`config.mk`:
```
export PLATFORM = sky130hd
export DESIGN_NAME = posit_mul_array
export DESIGN_NICKNAME = d
export VERILOG_FILES = /design/src/common/posit_pkg.sv /design/src/common/lane_if.sv /design/src/hw/operand_scatter.sv /design/src/posit_lane/posit_decode.sv /design/src/posit_lane/shift_fields.sv /design/src/posit_lane/posit_encode.sv /design/src/posit_lane/posit_mul_lane.sv /design/src/hw/result_gather.sv /design/src/hw/posit_mul_array.sv
export VERILOG_INCLUDE_DIRS = /design/src /design/src/common
export SDC_FILE = /design/constraint.sdc
export NUM_CORES = 2
export LEC_CHECK = 0
export BUFFER_PORTS_ARGS = -buffer_cell sky130_fd_sc_hd__buf_4
export CAP_MARGIN = 20
export CORE_MARGIN = 8
export CORE_UTILIZATION = 25
export DETAILED_ROUTE_END_ITERATION = 12
export GPL_ROUTABILITY_DRIVEN = 1
export SLEW_MARGIN = 10
export SYNTH_ARGS = -nofsm -noshare
export SYNTH_HDL_FRONTEND = slang
export SYNTH_HIERARCHICAL = 1
export SYNTH_SLANG_ARGS = --single-unit
export TNS_END_PERCENT = 10
```
`constraint.sdc`:
```
create_clock -name clk -period 22.3 [get_ports clk]
set_clock_uncertainty 0.15 [all_clocks]
set_input_delay 1.115 -clock clk [delete_from_list [all_inputs] [get_ports clk]]
set_output_delay 1.115 -clock clk [all_outputs]
set_load 0.01 [all_outputs]
```
`src/common/posit_cfg.svh`:
```
`ifndef POSIT_CFG_SVH
`define POSIT_CFG_SVH

// posit word width and exponent size.
`define POSIT_N 16
`define POSIT_ES 1

// number of parallel multiplier lanes.
`define LANES 4

// total exponent of a product, signed, with headroom for the carry.
`define TE_SIZE ($clog2(`POSIT_N) + `POSIT_ES + 3)

// regime value before clamping, signed.
`define K_SIZE (`TE_SIZE - `POSIT_ES)

// fraction including the hidden bit.
`define MANT_SIZE (`POSIT_N - 2 - `POSIT_ES)

// regime length, run plus terminator.
`define REG_LEN_SIZE ($clog2(`POSIT_N) + 1)

`endif

```
`src/common/posit_pkg.sv`:
```
`default_nettype none

`include "posit_cfg.svh"

package posit_pkg;

    typedef logic [`POSIT_N-1:0] posit_t;

    // one operand after decoding.
    typedef struct packed {
        logic                        sign;
        logic                        zero;
        logic                        nar;
        logic signed [`TE_SIZE-1:0]  scale;  // k * 2^es + exponent.
        logic [`MANT_SIZE-1:0]       frac;   // hidden bit at the top.
    } decoded_t;

    // product fields ready for encoding.
    typedef struct packed {
        logic signed [`K_SIZE-1:0]   k;      // clamped regime value.
        logic [`POSIT_ES-1:0]        exp;    // kept bits left aligned.
        logic [`MANT_SIZE-1:0]       frac;   // kept bits right aligned.
        logic                        round;
        logic                        sticky;
        logic                        oob;    // regime was clamped.
    } fields_t;

    localparam posit_t maxpos = {1'b0, {(`POSIT_N-1){1'b1}}};
    localparam posit_t nar    = {1'b1, {(`POSIT_N-1){1'b0}}};

endpackage

`default_nettype wire

```
`src/common/lane_if.sv`:
```
`timescale 1ns/1ns
`default_nettype none

interface lane_if;

    // operand side.
    logic              valid;
    posit_pkg::posit_t a;
    posit_pkg::posit_t b;

    // result side.
    logic              res_valid;
    posit_pkg::posit_t result;
    logic              sat;

    modport feed (
        output valid,
        output a,
        output b
    );

    modport lane (
        input  valid,
        input  a,
        input  b,
        output res_valid,
        output result,
        output sat
    );

    modport drain (
        input  res_valid,
        input  result,
        input  sat
    );

endinterface

`default_nettype wire

```
`src/hw/operand_scatter.sv`:
```
`timescale 1ns/1ns
`default_nettype none

`include "posit_cfg.svh"

module operand_scatter (
    input  logic                          clk,
    input  logic                          rst_n,
    input  logic                          in_valid,
    input  logic [`LANES*`POSIT_N-1:0]    a,
    input  logic [`LANES*`POSIT_N-1:0]    b,
    lane_if.feed                          lanes [`LANES]
);

    localparam int N = `POSIT_N;

    logic                       valid_q;
    logic [`LANES*`POSIT_N-1:0] a_q;
    logic [`LANES*`POSIT_N-1:0] b_q;

    always_ff @(posedge clk) begin
        if (!rst_n) begin
            valid_q <= 1'b0;
        end else begin
            valid_q <= in_valid;
        end
    end

    // operand vectors only move on a strobe.
    always_ff @(posedge clk) begin
        if (in_valid) begin
            a_q <= a;
            b_q <= b;
        end
    end

    genvar i;
    generate
        for (i = 0; i < `LANES; i++) begin : g_feed
            assign lanes[i].valid = valid_q;
            assign lanes[i].a     = a_q[i*N +: N];  // lane i slice.
            assign lanes[i].b     = b_q[i*N +: N];
        end
    endgenerate

    a_known_operands: assert property (
        @(posedge clk) disable iff (!rst_n)
        valid_q |-> !$isunknown({a_q, b_q})
    ) else $error("lane operands unknown while valid");

endmodule

`default_nettype wire

```
`src/posit_lane/posit_decode.sv`:
```
`timescale 1ns/1ns
`default_nettype none

`include "posit_cfg.svh"

module posit_decode (
    input  posit_pkg::posit_t   p,
    output posit_pkg::decoded_t d
);

    localparam int N  = `POSIT_N;
    localparam int ES = `POSIT_ES;
    localparam int TS = `TE_SIZE;
    localparam int BW = N - 1;
    localparam int FW = `MANT_SIZE - 1;

    logic [N-1:0]          mag;
    logic [BW-1:0]         body;
    logic [BW-1:0]         rest;
    logic signed [TS-1:0]  run;
    logic signed [TS-1:0]  k;
    logic [ES-1:0]         exp_bits;
    logic [FW-1:0]         frac_bits;

    assign mag  = p[N-1] ? -p : p;  // negative words decode from magnitude.
    assign body = mag[BW-1:0];

    // length of the leading run of identical bits.
    always_comb begin : count_run
        logic done;
        done = 1'b0;
        run  = '0;
        for (int i = BW - 1; i >= 0; i--) begin
            if (!done && (body[i] == body[BW-1])) begin
                run = run + 1'b1;
            end else begin
                done = 1'b1;
            end
        end
    end

    assign k = body[BW-1] ? (run - 1) : -run;  // ones give k >= 0.

    // drop the run and its terminator.
    assign rest      = body << (run + 1);
    assign exp_bits  = rest[BW-1 -: ES];
    assign frac_bits = rest[BW-1-ES -: FW];

    assign d = '{
        sign:  p[N-1],
        zero:  (p == '0),
        nar:   (p == posit_pkg::nar),
        scale: (k <<< ES) + TS'(exp_bits),
        frac:  {1'b1, frac_bits}
    };

endmodule

`default_nettype wire

```
`src/posit_lane/shift_fields.sv`:
```
`timescale 1ns/1ns
`default_nettype none

`include "posit_cfg.svh"

module shift_fields (
    input  logic [2*`MANT_SIZE-1:0]      mant,
    input  logic signed [`TE_SIZE-1:0]   total_exp,
    input  logic [1:0]                   mant_non_fractional_size,
    output posit_pkg::fields_t           f
);

    localparam int N   = `POSIT_N;
    localparam int ES  = `POSIT_ES;
    localparam int KS  = `K_SIZE;
    localparam int MS  = `MANT_SIZE;
    localparam int RLS = `REG_LEN_SIZE;
    localparam int MW  = 2 * `MANT_SIZE;
    localparam int SW  = ES + MW;

    localparam logic signed [KS-1:0] K_MAX = KS'(N - 2);

    logic signed [KS-1:0] k_unpacked;
    logic signed [KS-1:0] regime_k;
    logic [ES-1:0]        exp_unpacked;
    logic [ES-1:0]        exp_field;
    logic [RLS-1:0]       reg_len;
    logic [RLS-1:0]       avail;
    logic [RLS-1:0]       es_len;
    logic [RLS-1:0]       mant_len;
    logic [MW-1:0]        frac_aligned;
    logic [MS-1:0]        frac_down;
    logic [SW-1:0]        dropped;

    // scale splits into useed power and exponent.
    assign k_unpacked   = KS'(total_exp >>> ES);
    assign exp_unpacked = total_exp[ES-1:0];

    assign regime_k = (k_unpacked > K_MAX)  ? K_MAX :
                      (k_unpacked < -K_MAX) ? -K_MAX : k_unpacked;

    // run plus terminator.
    assign reg_len = (regime_k >= 0) ? RLS'(regime_k + 2) : RLS'(1 - regime_k);

    // bits left after sign and regime.
    assign avail    = (reg_len >= RLS'(N - 1)) ? '0 : RLS'(N - 1) - reg_len;
    assign es_len   = (avail < RLS'(ES)) ? avail : RLS'(ES);
    assign mant_len = avail - es_len;

    // exponent keeps its top bits only.
    assign exp_field = (exp_unpacked >> (RLS'(ES) - es_len)) << (RLS'(ES) - es_len);

    // strip the integer part so the fraction is left aligned.
    assign frac_aligned = mant << (3 - mant_non_fractional_size);
    assign frac_down    = MS'(frac_aligned >> (MW - int'(mant_len)));

    // everything below the kept bits feeds rounding.
    assign dropped = {exp_unpacked, frac_aligned} << avail;

    assign f = '{
        k:      regime_k,
        exp:    exp_field,
        frac:   frac_down,
        round:  dropped[SW-1],
        sticky: |dropped[SW-2:0],
        oob:    (k_unpacked != regime_k)
    };

endmodule

`default_nettype wire

```
`src/posit_lane/posit_encode.sv`:
```
`timescale 1ns/1ns
`default_nettype none

`include "posit_cfg.svh"

module posit_encode (
    input  posit_pkg::fields_t f,
    input  logic               sign,
    output posit_pkg::posit_t  p
);

    localparam int N   = `POSIT_N;
    localparam int ES  = `POSIT_ES;
    localparam int RLS = `REG_LEN_SIZE;
    localparam int BW  = N - 1;

    logic [RLS-1:0]        reg_len;
    logic signed [RLS:0]   mant_len;
    logic [BW-1:0]         regime;
    logic [BW-1:0]         exp_part;
    logic [BW-1:0]         body;
    logic [BW-1:0]         rounded;
    logic                  round_up;
    posit_pkg::posit_t     mag;

    assign reg_len  = ($signed(f.k) >= 0) ? RLS'($signed(f.k) + 2) : RLS'(1 - $signed(f.k));
    assign mant_len = (RLS+1)'(N - 1 - ES - int'(reg_len));  // negative when es is cut.

    // run of ones with a zero terminator, or zeros ended by a one.
    always_comb begin
        if ($signed(f.k) >= 0) begin
            regime = ~({BW{1'b1}} >> ($signed(f.k) + 1));
        end else begin
            regime = BW'(1) << (N - 2 + $signed(f.k));
        end
    end

    assign exp_part = (mant_len >= 0) ? (BW'(f.exp) << mant_len) :
                                        (BW'(f.exp) >> (-mant_len));

    assign body = regime | exp_part | BW'(f.frac);

    // nearest even, frozen at maxpos; the regime always carries a one,
    // so a body can only reach zero by wrapping past maxpos.
    assign round_up = f.round && (f.sticky || body[0]) && !f.oob &&
                      ({1'b0, body} != posit_pkg::maxpos);
    assign rounded  = body + BW'(round_up);

    assign mag = {1'b0, rounded};
    assign p   = sign ? -mag : mag;  // two's complement for negatives.

endmodule

`default_nettype wire

```
`src/posit_lane/posit_mul_lane.sv`:
```
`timescale 1ns/1ns
`default_nettype none

`include "posit_cfg.svh"

module posit_mul_lane (
    input  logic clk,
    input  logic rst_n,
    lane_if.lane port
);

    localparam int MW = 2 * `MANT_SIZE;

    posit_pkg::decoded_t        da;
    posit_pkg::decoded_t        db;
    posit_pkg::fields_t         fields;
    posit_pkg::posit_t          enc;
    logic [MW-1:0]              prod;
    logic [MW-1:0]              prod_q;
    logic signed [`TE_SIZE-1:0] exp_q;
    logic [1:0]                 nfs;
    logic                       valid_q;
    logic                       sign_q;
    logic                       nar_q;
    logic                       zero_q;
    logic                       res_valid_q;
    posit_pkg::posit_t          result_q;
    logic                       sat_q;

    posit_decode u_dec_a (.p(port.a), .d(da));
    posit_decode u_dec_b (.p(port.b), .d(db));

    assign prod = da.frac * db.frac;  // in [1, 4).

    always_ff @(posedge clk) begin
        if (!rst_n) begin
            valid_q     <= 1'b0;
            res_valid_q <= 1'b0;
        end else begin
            valid_q     <= port.valid;
            res_valid_q <= valid_q;
        end
    end

    // stage one.
    always_ff @(posedge clk) begin
        if (port.valid) begin
            prod_q <= prod;
            exp_q  <= da.scale + db.scale + `TE_SIZE'(prod[MW-1]);  // carry renormalizes.
            sign_q <= da.sign ^ db.sign;
            nar_q  <= da.nar | db.nar;
            zero_q <= da.zero | db.zero;
        end
    end

    assign nfs = {prod_q[MW-1], ~prod_q[MW-1]};  // two integer bits or one.

    shift_fields u_shift (
        .mant                     (prod_q),
        .total_exp                (exp_q),
        .mant_non_fractional_size (nfs),
        .f                        (fields)
    );

    posit_encode u_enc (.f(fields), .sign(sign_q), .p(enc));

    // stage two. nar wins over zero.
    always_ff @(posedge clk) begin
        if (valid_q) begin
            result_q <= nar_q ? posit_pkg::nar : (zero_q ? '0 : enc);
            sat_q    <= !nar_q && !zero_q && fields.oob;
        end
    end

    assign port.res_valid = res_valid_q;
    assign port.result    = result_q;
    assign port.sat       = sat_q;

    a_sat_not_special: assert property (
        @(posedge clk) disable iff (!rst_n)
        (res_valid_q && sat_q) |-> (result_q != posit_pkg::nar) && (result_q != '0)
    ) else $error("saturation flagged on a zero or NaR result");

endmodule

`default_nettype wire

```
`src/hw/result_gather.sv`:
```
`timescale 1ns/1ns
`default_nettype none

`include "posit_cfg.svh"

module result_gather (
    input  logic                          clk,
    input  logic                          rst_n,
    lane_if.drain                         lanes [`LANES],
    output logic                          out_valid,
    output logic [`LANES*`POSIT_N-1:0]    result,
    output logic [`LANES-1:0]             sat
);

    localparam int N = `POSIT_N;

    logic [`LANES-1:0] lane_valid;
    logic [`LANES-1:0] lane_sat;
    posit_pkg::posit_t lane_res [`LANES];

    genvar i;
    generate
        for (i = 0; i < `LANES; i++) begin : g_drain
            assign lane_valid[i] = lanes[i].res_valid;
            assign lane_res[i]   = lanes[i].result;
            assign lane_sat[i]   = lanes[i].sat;
        end
    endgenerate

    always_ff @(posedge clk) begin
        if (!rst_n) begin
            out_valid <= 1'b0;
        end else begin
            out_valid <= lane_valid[0];  // lanes run in lockstep.
        end
    end

    always_ff @(posedge clk) begin
        for (int j = 0; j < `LANES; j++) begin
            if (lane_valid[j]) begin
                result[j*N +: N] <= lane_res[j];
                sat[j]           <= lane_sat[j];
            end
        end
    end

    a_lanes_agree: assert property (
        @(posedge clk) disable iff (!rst_n)
        (lane_valid == '0) || (&lane_valid)
    ) else $error("lane result strobes out of step");

endmodule

`default_nettype wire

```
`src/hw/posit_mul_array.sv`:
```
`timescale 1ns/1ns
`default_nettype none

`include "posit_cfg.svh"

module posit_mul_array (
    input  logic                          clk,
    input  logic                          rst_n,
    input  logic                          in_valid,
    input  logic [`LANES*`POSIT_N-1:0]    a,
    input  logic [`LANES*`POSIT_N-1:0]    b,
    output logic                          out_valid,
    output logic [`LANES*`POSIT_N-1:0]    result,
    output logic [`LANES-1:0]             sat
);

    lane_if lane_bus [`LANES] ();

    operand_scatter u_scatter (
        .clk      (clk),
        .rst_n    (rst_n),
        .in_valid (in_valid),
        .a        (a),
        .b        (b),
        .lanes    (lane_bus)
    );

    // identical lanes, one per operand pair.
    genvar i;
    generate
        for (i = 0; i < `LANES; i++) begin : g_lane
            posit_mul_lane u_lane (
                .clk   (clk),
                .rst_n (rst_n),
                .port  (lane_bus[i])
            );
        end
    endgenerate

    result_gather u_gather (
        .clk       (clk),
        .rst_n     (rst_n),
        .lanes     (lane_bus),
        .out_valid (out_valid),
        .result    (result),
        .sat       (sat)
    );

endmodule

`default_nettype wire

```
==> results.txt <==
* Status: finished clean
- Max stage delay cell, worst path: nor3_2
- After clock tree synthesis, the clock-pin slew on the worst setup and hold paths is ~0.06 ns.
- In the final routed layout, each cell accounts on average for around 16 µm.
- Number of antenna-violating nets in the routed design: 0
- Iteration-0 DRC count of the detailed router: 4826
- TritonCTS built the clock tree.
* Required time worst endpoint: roughly 23 ns
- Once placement finished, the instance area stood at between 80000 and 90000 µm².
- The worst hold path terminates at u_gather/result[55].
- Startpoint of the lowest-slack hold path: g_lane[3].u_lane/port.result[7]
- For this run, the top clock speed supported by timing is between 0.05 and 0.06 GHz.
- Top flip-flop cell by instance count after synthesis: edfxtp_1
- Before CTS, the worst setup slack after placement is approximately 3.5 ns.
- In the layout the commonest cells are 1113 x nand2_1, 912 x inv_1, 756 x nor2_1.
* Number of input and output port buffers inserted: about 200
* EDFF count, synth: between 400 and 500
- Setup violations remaining at the end of the flow were counted as 0.
* Chip height: 589.1 µm
- The final route contains ~71000 vias.
* Area growth from synthesis to layout: 9.074%
- The worst setup path is launched from a flip-flop.
- Global routing consumed, over all layers together, 12.57% of the routing resources.
- Counting the buffers created by CTS gives 52.
- The worst path in the final design needs a cycle of 18.93 ns, including I/O delays and setup.
- The hold violation total from the final report was 0.
* Total DRC errors in the routed layout: 0
* Wire length of the first global-routing pass: 368500 µm
- Aggregate routed wire length: around 230000 µm
* Number of register bits inferred by synthesis: around 420
- Clock tree synthesis found a total of 422 sinks.
* Die Area: between 300000 and 400000 µm²
- Summing every instance area after synthesis gives about 82000 µm².
- Max capacitance violation total: 0
* Most common cell after layout, fill and taps aside: nand2_1
* Number of nets in the synthesized netlist: about 11000
* Part of the cycle the worst path needs: roughly 85%
* Number of post-CTS setup repair buffers: 0
- Class of the most critical hold timing path: flip-flop to flip-flop
- Post-cts hold buffer count: 0
* Share of the yosys chip area belonging to registers: ~15%
- Max-slew violation count: 0
- For this run, the post-layout net count is approximately 11000.
- The number of global-route vias before repair is between 60000 and 70000.
- Mean instance size in the synthesized netlist: roughly 8.3 µm²
- By startpoint and endpoint, the worst setup path is classified as flip-flop to flip-flop.
- Root Buffer Master: clkbuf_16
- Synthesis handed over a netlist of 9886 instances.
- Dominant cell type by count on the critical path: ha_1
- At the end of routability-driven placement, the weighted congestion stood at approximately 0.9.
- Effective utilization at floorplan: 25.10%
- Filler Cells Inserted: 35320
- The worst hold path passes through 0 cells.
* Count of standard-cell rows: 210
* Setup Total Neg Slack: 0 ns
* Largest net degree at the start of global routing: between 60 and 70
- The number of different library cells used by synthesis comes to 152.
* Ports placed on the boundary: 200
- Critical register-to-register path endpoint: g_lane[1].u_lane/exp_q[6]
- Initial antenna violation count: 21
- After routing the design area is 89560 µm².
- The die is 589.1 µm wide.
- Relative max-transition margin: a little under a fifth
- Crit path max fanout: 19
- Detailed-route vias per instance: 5.018
- In the synthesized netlist the async set-or-reset flop fraction comes to 0%.
- Reg2Reg Launch Point: u_scatter/a_q[31]
- Clock latency of the later-clocked register in the worst-skew pair: slightly above 0.7 ns
* Synthesis Warnings: 6
- For the pin with the worst max-slew slack, the measured transition is about 1.2 ns.
- CTS built an H-tree with a depth of 2.
- For the worst flop-to-flop path, the logic depth is a little over 60.
- HPWL Detailed: roughly 180000 µm
- Pre-Repair DR Iteration Count: 6
- Setup repair after global routing left no endpoint under its margin.
- Number of cells upsized or downsized after cts: 0
- Data arrival time of the critical path: 19.22 ns
- On the worst path, the slowest cell contributes a delay of around 0.9 ns.
- STA classifies the critical path endpoint as a flip-flop.
- Overflow left after global routing: 0
- Hold_ws: about 0.27 ns
* Fraction of layout cells with a size suffix above 1: ~11%
- Setup slack on the worst flop-to-flop path: ~3.4 ns
- The clock passes through at most 3 buffers.
- The floorplan step defined a core boundary enclosing 327100 µm².
- In the post-route analysis, the smallest setup slack over all paths is between 3 and 4 ns.
flip-flops by register name, indices dropped and copies added, names as in the netlist:
register and count:
u_gather/out_valid 1, g_lane.u_lane/sign_q 4, g_lane.u_lane/nar_q 4, g_lane.u_lane/port.result 64, g_lane.u_lane/zero_q 4, g_lane.u_lane/prod_q 104
g_lane.u_lane/port.res_valid 4, u_scatter/lanes.valid 1, g_lane.u_lane/valid_q 4, u_scatter/b_q 64, g_lane.u_lane/exp_q 32, u_scatter/a_q 64
u_gather/sat 4, u_gather/result 64, g_lane.u_lane/port.sat 4
stage by stage:
stage                     std cells  utilization [%]
final                         14190            27.38
after global routing          14180            27.38
after CTS                     14140            27.32
after detailed placement      14040            26.79
after global placement        14040            26.79
after floorplan                9886                -
layer usage:
layer	share of wire, %	wire length (µm)	GRT usage [%]
met1	47	106700	17.19
met2	45	102300	20.14
met3	4.8	10880	1.513
met4	3.9	9012	4.988
met5	0.012	27	0
synthesized netlist by cell type, drive strengths merged, types with 77 or more instances:
cell type	n	area share, %
nor2	767	3.5
o21ai	376	2.4
fa	492	12
and3	91	0.69
o211ai	101	0.95
nand4	130	1.0
nor4	98	1.1
edfxtp	412	15
a211oi	147	1.5
clkbuf	323	1.5
nand2	1119	5.2
xor2	152	1.7
ha	460	7.0
buf	205	1.6
a31oi	77	0.61
a21oi	478	3.0
nand3	262	1.6
a21o	81	0.74
nor2b	97	0.78
nor3	292	2.0
inv	923	4.2
and2	453	3.5
mux2	178	2.5
xnor2	439	5.0
mux2i	382	4.7
worst max-delay path: cells and delay by family, from the launching register on:
kind            cells  cell delay (ns)
flops               1             0.77
xor+xnor            3             0.77
mux                 3             1.28
buf+inv             5             0.92
simple gates       13             3.48
compound gates     21             5.09
fa+ha+maj          16             6.15
layout make-up:
type	instances	area [µm²]	share of cell area, %
clock inverter	40	410.4	0.4582
sequential	422	12580	14.04
tap	4346	5438	6.072
timing repair buffer	338	2571	2.871
inverter	943	3542	3.955
multi-input combinational	7993	63570	70.98
clock buffer	57	1340	1.496
antenna	46	115.1	0.1285
worst max-delay path by stage:
stage / from / endpoint / slack (ns)
floorplan: u_scatter/b_q[48] / g_lane[3].u_lane/exp_q[6] / 6.35
global placement: u_scatter/a_q[31] / g_lane[1].u_lane/exp_q[6] / 3.55
detailed placement: u_scatter/a_q[31] / g_lane[1].u_lane/exp_q[6] / 3.45
CTS: u_scatter/a_q[31] / g_lane[1].u_lane/exp_q[6] / 3.38
global route: u_scatter/b_q[63] / g_lane[3].u_lane/exp_q[6] / 2.06
finish: u_scatter/a_q[31] / g_lane[1].u_lane/exp_q[6] / 3.37
cell families after synthesis:
group | after synthesis | synth area share, %
AOI/OAI and AO/OA | 2119 | 19.10
DFF | 422 | 15.31
buffers and inverters | 1471 | 7.346
and+or+nand+nor | 3652 | 22.49
adders and majority gates | 968 | 19.22
other | 8 | 0.03657
muxes | 598 | 8.154
xor gates and xnor gates | 648 | 8.337
Power is not shown: default switching activity piles up to over one toggle a cycle in this logic, so the estimate is an artifact.
